**src/common/link_macros.svh**
```systemverilog
// Widths, credit limits and PHY bit positions for the packet slave transmit path
// Included by the packages and by any module that sizes ports from these values

`ifndef LINK_MACROS_SVH
`define LINK_MACROS_SVH

////////////////////
// AXI user side
`define AXI_ID_WIDTH      4
`define AXI_DATA_WIDTH    32

// id + data + last + resp
`define R_PAYLOAD_WIDTH   39
// id + resp
`define B_PAYLOAD_WIDTH   6

////////////////////
// Link side
`define LINK_PHY_WIDTH    80
`define CREDIT_WIDTH      8
`define DELAY_WIDTH       16

// Credit counter saturation per channel
`define R_CREDIT_MAX      128
`define B_CREDIT_MAX      8

// First unused bit of the transmit word, above the B payload
`define TX_PAD_LSB        47
// Credit return bits at the bottom of the receive word
`define RX_CREDIT_BITS    2

`endif
```
**src/common/link_pkg.sv**
```systemverilog
// Link-side types: transmit channel state and the PHY word layouts
// Import where a module drives the link or decodes the receive word

`default_nettype none

`include "link_macros.svh"

package link_pkg;

  // Per-channel link state
  typedef enum logic [1:0] {
    LINK_OFFLINE     = 2'd0,
    LINK_LOAD_CREDIT = 2'd1,
    LINK_ACTIVE      = 2'd2
  } link_state_e;

  ////////////////////
  // Transmit word, R in the low bits and B above it
  typedef struct packed {
    logic [`LINK_PHY_WIDTH-`TX_PAD_LSB-1:0] pad;
    logic [`B_PAYLOAD_WIDTH-1:0]           b_payload;
    logic                                  b_push;
    logic [`R_PAYLOAD_WIDTH-1:0]           r_payload;
    logic                                  r_push;
  } tx_phy_word_t;

  ////////////////////
  // Receive word, only the credit returns are used here
  typedef struct packed {
    logic [`LINK_PHY_WIDTH-`RX_CREDIT_BITS-1:0] unused;
    logic                                      b_credit;
    logic                                      r_credit;
  } rx_phy_word_t;

endpackage

`default_nettype wire

```
**src/common/axi_resp_pkg.sv**
```systemverilog
// User-side AXI response types for the R and B channels
// Import where a module handles R or B beats as structs

`default_nettype none

`include "link_macros.svh"

package axi_resp_pkg;

  // AXI response encoding
  typedef enum logic [1:0] {
    OKAY   = 2'b00,
    EXOKAY = 2'b01,
    SLVERR = 2'b10,
    DECERR = 2'b11
  } axi_resp_e;

  ////////////////////
  // R beat, most significant field first
  typedef struct packed {
    logic [`AXI_ID_WIDTH-1:0]   id;
    logic [`AXI_DATA_WIDTH-1:0] data;
    logic                       last;
    axi_resp_e                  resp;
  } r_payload_t;

  ////////////////////
  // B beat
  typedef struct packed {
    logic [`AXI_ID_WIDTH-1:0] id;
    axi_resp_e                resp;
  } b_payload_t;

endpackage

`default_nettype wire

```
**src/design/packet_slave_top.sv**
```systemverilog
// Transmit half of the AXI memory-mapped packet slave
// User R and B channels in, one 80-bit PHY word out, credit returns from the receive word

`timescale 1ns/1ps
`default_nettype none

`include "link_macros.svh"

module packet_slave_top
  import axi_resp_pkg::*;
(
  input  logic                       clk_wr,
  input  logic                       rst_n,

  // Link control
  input  logic                       tx_online,
  input  logic [`DELAY_WIDTH-1:0]    delay_value,
  input  logic [`CREDIT_WIDTH-1:0]   init_r_credit,
  input  logic [`CREDIT_WIDTH-1:0]   init_b_credit,

  // PHY
  output logic [`LINK_PHY_WIDTH-1:0] tx_phy,
  input  logic [`LINK_PHY_WIDTH-1:0] rx_phy,

  // R channel
  input  logic [`AXI_ID_WIDTH-1:0]   user_rid,
  input  logic [`AXI_DATA_WIDTH-1:0] user_rdata,
  input  logic                       user_rlast,
  input  logic [1:0]                 user_rresp,
  input  logic                       user_rvalid,
  output logic                       user_rready,

  // B channel
  input  logic [`AXI_ID_WIDTH-1:0]   user_bid,
  input  logic [1:0]                 user_bresp,
  input  logic                       user_bvalid,
  output logic                       user_bready
);

  logic       link_online;
  r_payload_t r_user_payload;
  b_payload_t b_user_payload;
  r_payload_t r_push_payload;
  b_payload_t b_push_payload;
  logic       r_push;
  logic       b_push;
  logic       r_credit;
  logic       b_credit;

  ////////////////////
  // User fields into beat structs
  assign r_user_payload.id   = user_rid;
  assign r_user_payload.data = user_rdata;
  assign r_user_payload.last = user_rlast;
  assign r_user_payload.resp = axi_resp_e'(user_rresp);

  assign b_user_payload.id   = user_bid;
  assign b_user_payload.resp = axi_resp_e'(user_bresp);

  online_delay u_online_delay (
    .clk_wr      (clk_wr),
    .rst_n       (rst_n),
    .tx_online   (tx_online),
    .delay_value (delay_value),
    .link_online (link_online)
  );

  ////////////////////
  // Transmit channels
  link_tx_channel #(
    .PAYLOAD_WIDTH (`R_PAYLOAD_WIDTH),
    .CREDIT_MAX    (`R_CREDIT_MAX)
  ) u_r_chan (
    .clk_wr        (clk_wr),
    .rst_n         (rst_n),
    .link_online   (link_online),
    .init_credit   (init_r_credit),
    .valid         (user_rvalid),
    .payload       (r_user_payload),
    .ready         (user_rready),
    .push          (r_push),
    .push_payload  (r_push_payload),
    .credit_return (r_credit)
  );

  link_tx_channel #(
    .PAYLOAD_WIDTH (`B_PAYLOAD_WIDTH),
    .CREDIT_MAX    (`B_CREDIT_MAX)
  ) u_b_chan (
    .clk_wr        (clk_wr),
    .rst_n         (rst_n),
    .link_online   (link_online),
    .init_credit   (init_b_credit),
    .valid         (user_bvalid),
    .payload       (b_user_payload),
    .ready         (user_bready),
    .push          (b_push),
    .push_payload  (b_push_payload),
    .credit_return (b_credit)
  );

  phy_packer u_phy_packer (
    .clk_wr    (clk_wr),
    .rst_n     (rst_n),
    .r_push    (r_push),
    .r_payload (r_push_payload),
    .b_push    (b_push),
    .b_payload (b_push_payload),
    .tx_phy    (tx_phy),
    .rx_phy    (rx_phy),
    .r_credit  (r_credit),
    .b_credit  (b_credit)
  );

endmodule

`default_nettype wire

```
**src/design/phy_packer.sv**
```systemverilog
// Packs the R and B pushes into the registered transmit PHY word
// and registers the credit-return bits taken from the receive word

`timescale 1ns/1ps
`default_nettype none

module phy_packer
  import axi_resp_pkg::*;
  import link_pkg::*;
(
  input  logic         clk_wr,
  input  logic         rst_n,

  // From the channels
  input  logic         r_push,
  input  r_payload_t   r_payload,
  input  logic         b_push,
  input  b_payload_t   b_payload,

  // PHY
  output tx_phy_word_t tx_phy,
  input  rx_phy_word_t rx_phy,

  // Back to the channels
  output logic         r_credit,
  output logic         b_credit
);

  ////////////////////
  // Transmit word
  always_ff @(posedge clk_wr) begin
    if (!rst_n) begin
      tx_phy <= '0;
    end else begin
      tx_phy.pad    <= '0;
      tx_phy.r_push <= r_push;
      tx_phy.b_push <= b_push;
      // Idle fields go out as zero
      if (r_push) begin
        tx_phy.r_payload <= r_payload;
      end else begin
        tx_phy.r_payload <= '0;
      end
      if (b_push) begin
        tx_phy.b_payload <= b_payload;
      end else begin
        tx_phy.b_payload <= '0;
      end
    end
  end

  ////////////////////
  // Credit returns, one cycle after sampling
  always_ff @(posedge clk_wr) begin
    if (!rst_n) begin
      r_credit <= 1'b0;
      b_credit <= 1'b0;
    end else begin
      r_credit <= rx_phy.r_credit;
      b_credit <= rx_phy.b_credit;
    end
  end

endmodule

`default_nettype wire

```
**src/design/online_delay.sv**
```systemverilog
// Holds the link offline until tx_online has stayed high for delay_value cycles
// Its output is the online level seen by both transmit channels

`timescale 1ns/1ps
`default_nettype none

`include "link_macros.svh"

module online_delay (
  input  logic                    clk_wr,
  input  logic                    rst_n,
  input  logic                    tx_online,
  input  logic [`DELAY_WIDTH-1:0] delay_value,
  output logic                    link_online
);

  logic [`DELAY_WIDTH-1:0] high_cnt;
  logic                    delay_done;

  // True on the sample that completes the programmed run of high cycles
  // (a value of 0 behaves like 1)
  assign delay_done = (({1'b0, high_cnt} + 1'b1) >= {1'b0, delay_value});

  always_ff @(posedge clk_wr) begin
    if (!rst_n) begin
      high_cnt    <= '0;
      link_online <= 1'b0;
    end else if (!tx_online) begin
      // Any low sample restarts the count
      high_cnt    <= '0;
      link_online <= 1'b0;
    end else if (!link_online) begin
      if (delay_done) begin
        link_online <= 1'b1;
      end else begin
        high_cnt <= high_cnt + 1'b1;
      end
    end
  end

endmodule

`default_nettype wire

```
**src/tx_channel/link_tx_channel.sv**
```systemverilog
// One credit-controlled transmit channel with a single-beat buffer
// Instantiated once for R and once for B with their own payload width and credit limit

`timescale 1ns/1ps
`default_nettype none

`include "link_macros.svh"

module link_tx_channel
  import link_pkg::*;
#(
  parameter int PAYLOAD_WIDTH = `R_PAYLOAD_WIDTH,
  parameter int CREDIT_MAX    = `R_CREDIT_MAX
) (
  input  logic                     clk_wr,
  input  logic                     rst_n,

  input  logic                     link_online,
  input  logic [`CREDIT_WIDTH-1:0] init_credit,

  // User side
  input  logic                     valid,
  input  logic [PAYLOAD_WIDTH-1:0] payload,
  output logic                     ready,

  // Link side
  output logic                     push,
  output logic [PAYLOAD_WIDTH-1:0] push_payload,
  input  logic                     credit_return
);

  localparam logic [`CREDIT_WIDTH-1:0] CREDIT_LIMIT = `CREDIT_WIDTH'(CREDIT_MAX);

  link_state_e              state;
  logic                     buf_full;
  logic [PAYLOAD_WIDTH-1:0] buf_payload;
  logic [`CREDIT_WIDTH-1:0] credit;
  logic [`CREDIT_WIDTH-1:0] credit_load;
  logic                     accept;
  logic                     credit_avail;

  // Take a beat only when active and the buffer is free
  assign ready        = (state == LINK_ACTIVE) && link_online && !buf_full;
  assign accept       = valid && ready;
  assign credit_avail = (credit != '0);

  // Buffered beat leaves as soon as a credit is held
  assign push         = (state == LINK_ACTIVE) && link_online && buf_full && credit_avail;
  assign push_payload = buf_payload;

  // Initial credit never exceeds what the far side can hold
  assign credit_load  = (init_credit > CREDIT_LIMIT) ? CREDIT_LIMIT : init_credit;

  ////////////////////
  // Link state machine
  always_ff @(posedge clk_wr) begin
    if (!rst_n) begin
      state <= LINK_OFFLINE;
    end else if (!link_online) begin
      state <= LINK_OFFLINE;
    end else begin
      case (state)
        LINK_OFFLINE: begin
          state <= LINK_LOAD_CREDIT;
        end
        LINK_LOAD_CREDIT: begin
          state <= LINK_ACTIVE;
        end
        LINK_ACTIVE: begin
          state <= LINK_ACTIVE;
        end
        default: begin
          state <= LINK_OFFLINE;
        end
      endcase
    end
  end

  ////////////////////
  // One-beat buffer, dropped when the link goes down
  always_ff @(posedge clk_wr) begin
    if (!rst_n) begin
      buf_full <= 1'b0;
    end else if (!link_online) begin
      buf_full <= 1'b0;
    end else if (accept) begin
      buf_full <= 1'b1;
    end else if (push) begin
      buf_full <= 1'b0;
    end
  end

  always_ff @(posedge clk_wr) begin
    if (accept) begin
      buf_payload <= payload;
    end
  end

  ////////////////////
  // Credit counter
  always_ff @(posedge clk_wr) begin
    if (!rst_n) begin
      credit <= '0;
    end else begin
      case (state)
        LINK_LOAD_CREDIT: begin
          credit <= credit_load;
        end
        LINK_ACTIVE: begin
          // Push and return together cancel out
          if (push && !credit_return) begin
            credit <= credit - 1'b1;
          end else if (credit_return && !push && (credit < CREDIT_LIMIT)) begin
            credit <= credit + 1'b1;
          end
        end
        default: begin
          credit <= '0;
        end
      endcase
    end
  end

endmodule

`default_nettype wire

```
**config.mk**
```make
export PLATFORM = sky130hd
export DESIGN_NAME = packet_slave_top
export DESIGN_NICKNAME = d
export VERILOG_FILES = /design/src/common/link_pkg.sv /design/src/common/axi_resp_pkg.sv /design/src/design/packet_slave_top.sv /design/src/design/phy_packer.sv /design/src/design/online_delay.sv /design/src/tx_channel/link_tx_channel.sv
export VERILOG_INCLUDE_DIRS = /design/src /design/src/common
export SDC_FILE = /design/constraint.sdc
export NUM_CORES = 1
export LEC_CHECK = 0
export BUFFER_PORTS_ARGS = -buffer_cell sky130_fd_sc_hd__buf_2
export CORE_UTILIZATION = 50
export CTS_BUF_LIST = sky130_fd_sc_hd__clkbuf_4 sky130_fd_sc_hd__clkbuf_8
export DETAILED_ROUTE_END_ITERATION = 10
export GPL_TIMING_DRIVEN = 0
export PLACE_DENSITY_LB_ADDON = 0.2
export SLEW_MARGIN = 20
export SYNTH_ARGS = -nofsm -noshare
export SYNTH_HDL_FRONTEND = slang
export SYNTH_SLANG_ARGS = --single-unit
```
**constraint.sdc**
```tcl
create_clock -name clk_wr -period 5 [get_ports clk_wr]
set_input_delay 0 -clock clk_wr [delete_from_list [all_inputs] [get_ports clk_wr]]
set_output_delay 0 -clock clk_wr [all_outputs]
set_load 0.005 [all_outputs]
```
* Word-level counts from Yosys, hierarchy flattened
Cells that the tools add are included.
** Operators by class
- $add $sub $neg :: 6
- $lt $le $gt $ge :: 5
- Equal/unequal tests :: 6
- Muxes and demuxes :: 16
- Bitwise logic cells :: 2
- Reductions and logical operators :: 35
** Operators by type and width (count)
- $mux 8 :: 6
- $pmux 8 s2 :: 2
- $add 16x1->17 const B :: 1
- $ge 17x16->1 :: 1
- $add 16x1->16 const B :: 1
- $add 8x1->8 const B :: 2
- $logic_and 1x1->1 :: 16
- $reduce_bool 8->1 :: 2
- $sub 8x1->8 const B :: 2
- $reduce_and 2->1 :: 5
- $gt 8x4->1 const B :: 1
- $gt 8x8->1 const B :: 1
- $lt 8x4->1 const B :: 1
- $lt 8x8->1 const B :: 1
- $pmux 2 s2 :: 2
- $logic_not 1->1 :: 6
- $mux 1 :: 6
- $ne 3x3->1 const B :: 2
- $eq 2x1->1 const B :: 2
- $eq 2x2->1 const B :: 2
- $logic_not 2->1 :: 2
- $reduce_bool 2->1 :: 2
- $reduce_or 2->1 :: 2
- $not 1->1 :: 2
** Word-level totals
- Flip-flop bits (word level) :: 133
- Input bits :: 162
- Word-level logic and storage cells :: 86

* Logic depth before layout (Yosys ltp)
- Depth after elaboration :: 10
- Mapped depth :: 14
- Mapped depth without buffers :: 12

* Hierarchy
From an unflattened synthesis, not the netlist that was laid out.
** Second synthesis, totals
- Cells, all modules :: 600
- Area total of the unflattened synthesis :: 6296.0 um^2
** Modules (own cells, without submodules)
- link_tx_channel (u_r_chan) :: times used 1, cells an instance 147, area an instance 2087.0 um^2, sequential area each 1391.3 um^2
- phy_packer :: times used 1, cells an instance 141, area an instance 1596.5 um^2, sequential area each 980.9 um^2
- online_delay :: times used 1, cells an instance 184, area an instance 1462.7 um^2, sequential area each 340.3 um^2
- link_tx_channel (u_b_chan) :: times used 1, cells an instance 128, area an instance 1149.9 um^2, sequential area each 400.4 um^2

* Worst setup path after synthesis
OpenSTA, ideal clock, no wires.
- Path type :: register to register
- Start point :: register u_online_delay.high_cnt[0]
- End point :: register u_online_delay.high_cnt[1]
- Library setup time :: 0.070 ns
- Arrival :: 3.212 ns
- Required time :: 4.930 ns
- Path slack :: 1.717 ns
- Cell stages (with the launch flop) :: 14
- Buffers on the path :: 2
- Path through :: dfxtp_1 > ha_1 > and3_1 > nand4_1 > or2_2 > xnor2_1 > ha_1 > nand4_1 > o41ai_1 > or2_1 > buf_4 > buf_4 > o21ai_0 > a21oi_1
** On the way
- Word-level cells in the longest chain between the ends :: 4
** Ends and longest elaborated chain
- from (decl) :: line online_delay.sv:17 : logic [`DELAY_WIDTH-1:0] high_cnt;
- from (signal assigned) :: line online_delay.sv:36 : high_cnt <= high_cnt + 1'b1;
- $add 16x1->17 :: line online_delay.sv:22 : assign delay_done = (({1'b0, high_cnt} + 1'b1) >= {1'b0, delay_value});
- $ge 17x16->1 :: line online_delay.sv:22
- $not 1->1 (no source line)
- $reduce_and 2->1 (no source line)
Parallel ways exist; a longest one is shown, timed or not.
A chain may end at the register's enable or synchronous reset.

* Worst setup path in the final report
Ends and elaborated chain as after synthesis.

==> metrics.cfg <==
[route]
finalWirelength_mm = 15.3
vias = 5283
routedWlPerCell_microns = 15.2
ant_nets = 0
drc_errors = 0
drt_iter0_drc = 434
viasPerCell = 5.25
dr.pass1.iters = 4

[setup_path]
required_ns = 5.36
critPathLaunchType = register
critical_path_arrival_ns = 4.37
worst-path-max-fanout = 10
cp-end-kind = register
critPathKind = register to register

[pwr]
vdd_drop_max_mv = 0.264
leakage_nw = 3.67
cellPowerDensity_nw_per_um2 = 259

[die]
die_x_microns = 113
die_area_sq_um = 12700
coreArea_sq_um = 12000
initial_core_util = 0.511
rows = 40
fp.dieH_microns = 113
pin_count = 244

[synth]
yosysSeqAreaShare = 0.507
yosysMostFrequentCell = dfxtp_1
ys_top_cells_by_area = dfxtp_1 29%, edfxtp_1 22%, and3_1 6.1%
synth-edff-count = 45
synth_cells = 606
avgSynthCellArea_sq_um = 10.1
synth_seq_cells = 133
synthTopCellsByCount = 88 x dfxtp_1, 60 x and3_1, 45 x edfxtp_1, 45 x nand2_1, 39 x buf_4
ys_types = 66
synth_top_area_cell = dfxtp_1
netlist.area_leader.share = 0.287
yosys_warnings = 0
synth_area_sq_um = 6140
synth_flop_cell = dfxtp_1
async_flop_share = 0

[sta]
fin_skew_ns = 0.0147
rsz0062_at_grt = false
hold_viol = 0
finalCritPeriodShare = 0.800
slew_violations = 0
hold_ws_ns = 0.0239
setup_viol = 0
worst_slew_pin_slew_ns = 0.832
fin_crit_ns = 4.00
fmax_mhz = 250
slew_headroom = 0.444
tns_ns = 0

[cts]
ctsHoldBuffers = 58
post_cts_resized = 0
cts_tree = yes
cts_buffers = 17
htree_levels = 4
cts_setup_buffers = 0
clkSlewWorstSetupHoldPaths_ns = 0.09
cts_root_buffer = clkbuf_8
worst_skew_pair.late_latency_ns = 0.44
cts_sinks = 133
cts_buffer_depth = 2

[grt]
grt_pass1_wl_mm = 24.9
globalRouteOverflowTotal = 0
grt_max_degree = 40
grt_pass1_vias = 5201
antenna_found_initial = 0
grt_util_all_layers = 0.250

[cells_and_area]
register_area_sq_um = 3110
n_fill_cell = 931
multiInputGateArea_sq_um = 2630
fin_nets = 1036
drive_gt1_frac = 0.264
syn_to_final_growth_pct = 31.3
diodes = 0

[run_status]
outcome = completed

[placement]
io_buffers = 131
post-dp-hpwl_mm = 10.4
gp_congestion = 0.878

[min_path]
hold_class = input pin to register

[run]
maxCapViolCount = 0

-- cell usage in the layout, fill, tap and decap left out, types with 9 or more instances in the layout --
cell type | synthesis | routed
a21oi_1 | 35 | 35
and3_1 | 60 | 60
buf_2 | 2 | 133
buf_4 | 39 | 39
clkbuf_1 | 22 | 22
clkbuf_8 | 0 | 17
conb_1 | 1 | 33
dfxtp_1 | 88 | 88
dlygate4sd3_1 | 1 | 59
edfxtp_1 | 45 | 45
ha_1 | 28 | 28
inv_1 | 26 | 25
nand2_1 | 45 | 45
nand3_1 | 22 | 22
nand4_1 | 14 | 14
nor2_1 | 22 | 22
o21ai_0 | 16 | 16
o31ai_1 | 13 | 13
or4_1 | 9 | 9
xnor2_1 | 14 | 14
-- worst max-delay path: stages, from the launching register on --
cell	delay, ns
dfxtp_1	0.42
ha_1	0.28
and3_1	0.24
nand4_1	0.22
or2_2	0.41
xnor2_1	0.15
ha_1	0.32
nand4_1	0.14
a21oi_1	0.14
o21ai_0	0.12
a41oi_1	0.28
clkbuf_1	0.39
clkbuf_1	0.47
o21ai_0	0.17
a21oi_1	0.17
-- power by group --
group | internal [mW] | switching [mW] | total [mW]
combinational | 0.0790 | 0.0485 | 0.128
sequential | 1.12 | 0.00151 | 1.12
clock | 0.365 | 0.475 | 0.840
-- metrics by stage --
stage | std cells | utilization | setup slack [ns] | power [mW] | instance area (sq um)
6_report | 1006 | 0.671 | 0.998 | 2.09 | 8060
5_1_grt | 1006 | 0.671 | 0.587 | 2.17 | 8060
3_3_place_gp | 916 | 0.591 | 1.04 | 1.23 | 7100
3_5_place_dp | 916 | 0.591 | 0.955 | 1.23 | 7100
4_1_cts | 1006 | 0.670 | 0.919 | 2.09 | 8050
2_1_floorplan | 638 | - | 1.72 | 1.19 | 6260
-- layer usage --
layer / share of wire / vias to the layer above / global-route usage
met4: 0.020 / 0 / 0.0889
met1: 0.41 / 2459 / 0.284
met5: 0 / - / 0
met2: 0.51 / 165 / 0.451
li1: - / 2631 / -
met3: 0.052 / 28 / 0.0691
-- flip-flops by register name (all words and copies together), names as in the netlist --
signal and flops:
u_online_delay.high_cnt 16, u_r_chan.push_payload 39, u_phy_packer.tx_phy 47, u_b_chan.buf_full 1, u_b_chan.state 2, u_online_delay.link_online 1
u_b_chan.push_payload 6, u_r_chan.state 2, u_phy_packer.r_credit 1, u_phy_packer.b_credit 1, u_r_chan.buf_full 1, u_r_chan.credit 8
u_b_chan.credit 8
-- area by class of cell --
cell class,count,share of cell area
Clock inverter,15,0.0172
Buffer,66,0.0519
Sequential cell,133,0.386
Multi-Input combinational cell,411,0.326
Inverter,28,0.0130
Clock buffer,17,0.0290
Tap cell,147,0.0228
Timing Repair Buffer,189,0.153
-- final timing paths --
kind / start / endpoint / slack (ns) / cells after the start
hold / removal: init_b_credit[1] / u_b_chan.credit[1] / 0.02 / 4
setup reg to reg: u_online_delay.high_cnt[0] / u_online_delay.high_cnt[1] / 1.0 / 14
setup / recovery: u_online_delay.high_cnt[0] / u_online_delay.high_cnt[1] / 1.0 / 14
hold reg to reg: u_r_chan.push_payload[37] / u_phy_packer.tx_phy[38] / 0.48 / 1
-- logic make-up after synthesis --
| group | count (synthesis) | share of synthesized area |
|---|---|---|
| AOI/OAI and AO/OA | 111 | 0.122 |
| xor gates and xnor gates | 18 | 0.0257 |
| adders and majority gates | 28 | 0.0571 |
| buffers and inverters | 94 | 0.0852 |
| DFF | 133 | 0.507 |
| muxes | 2 | 0.00326 |
| other | 1 | 0.000611 |
| and+or+nand+nor | 219 | 0.199 |
Power figures use the tool's default switching activity.
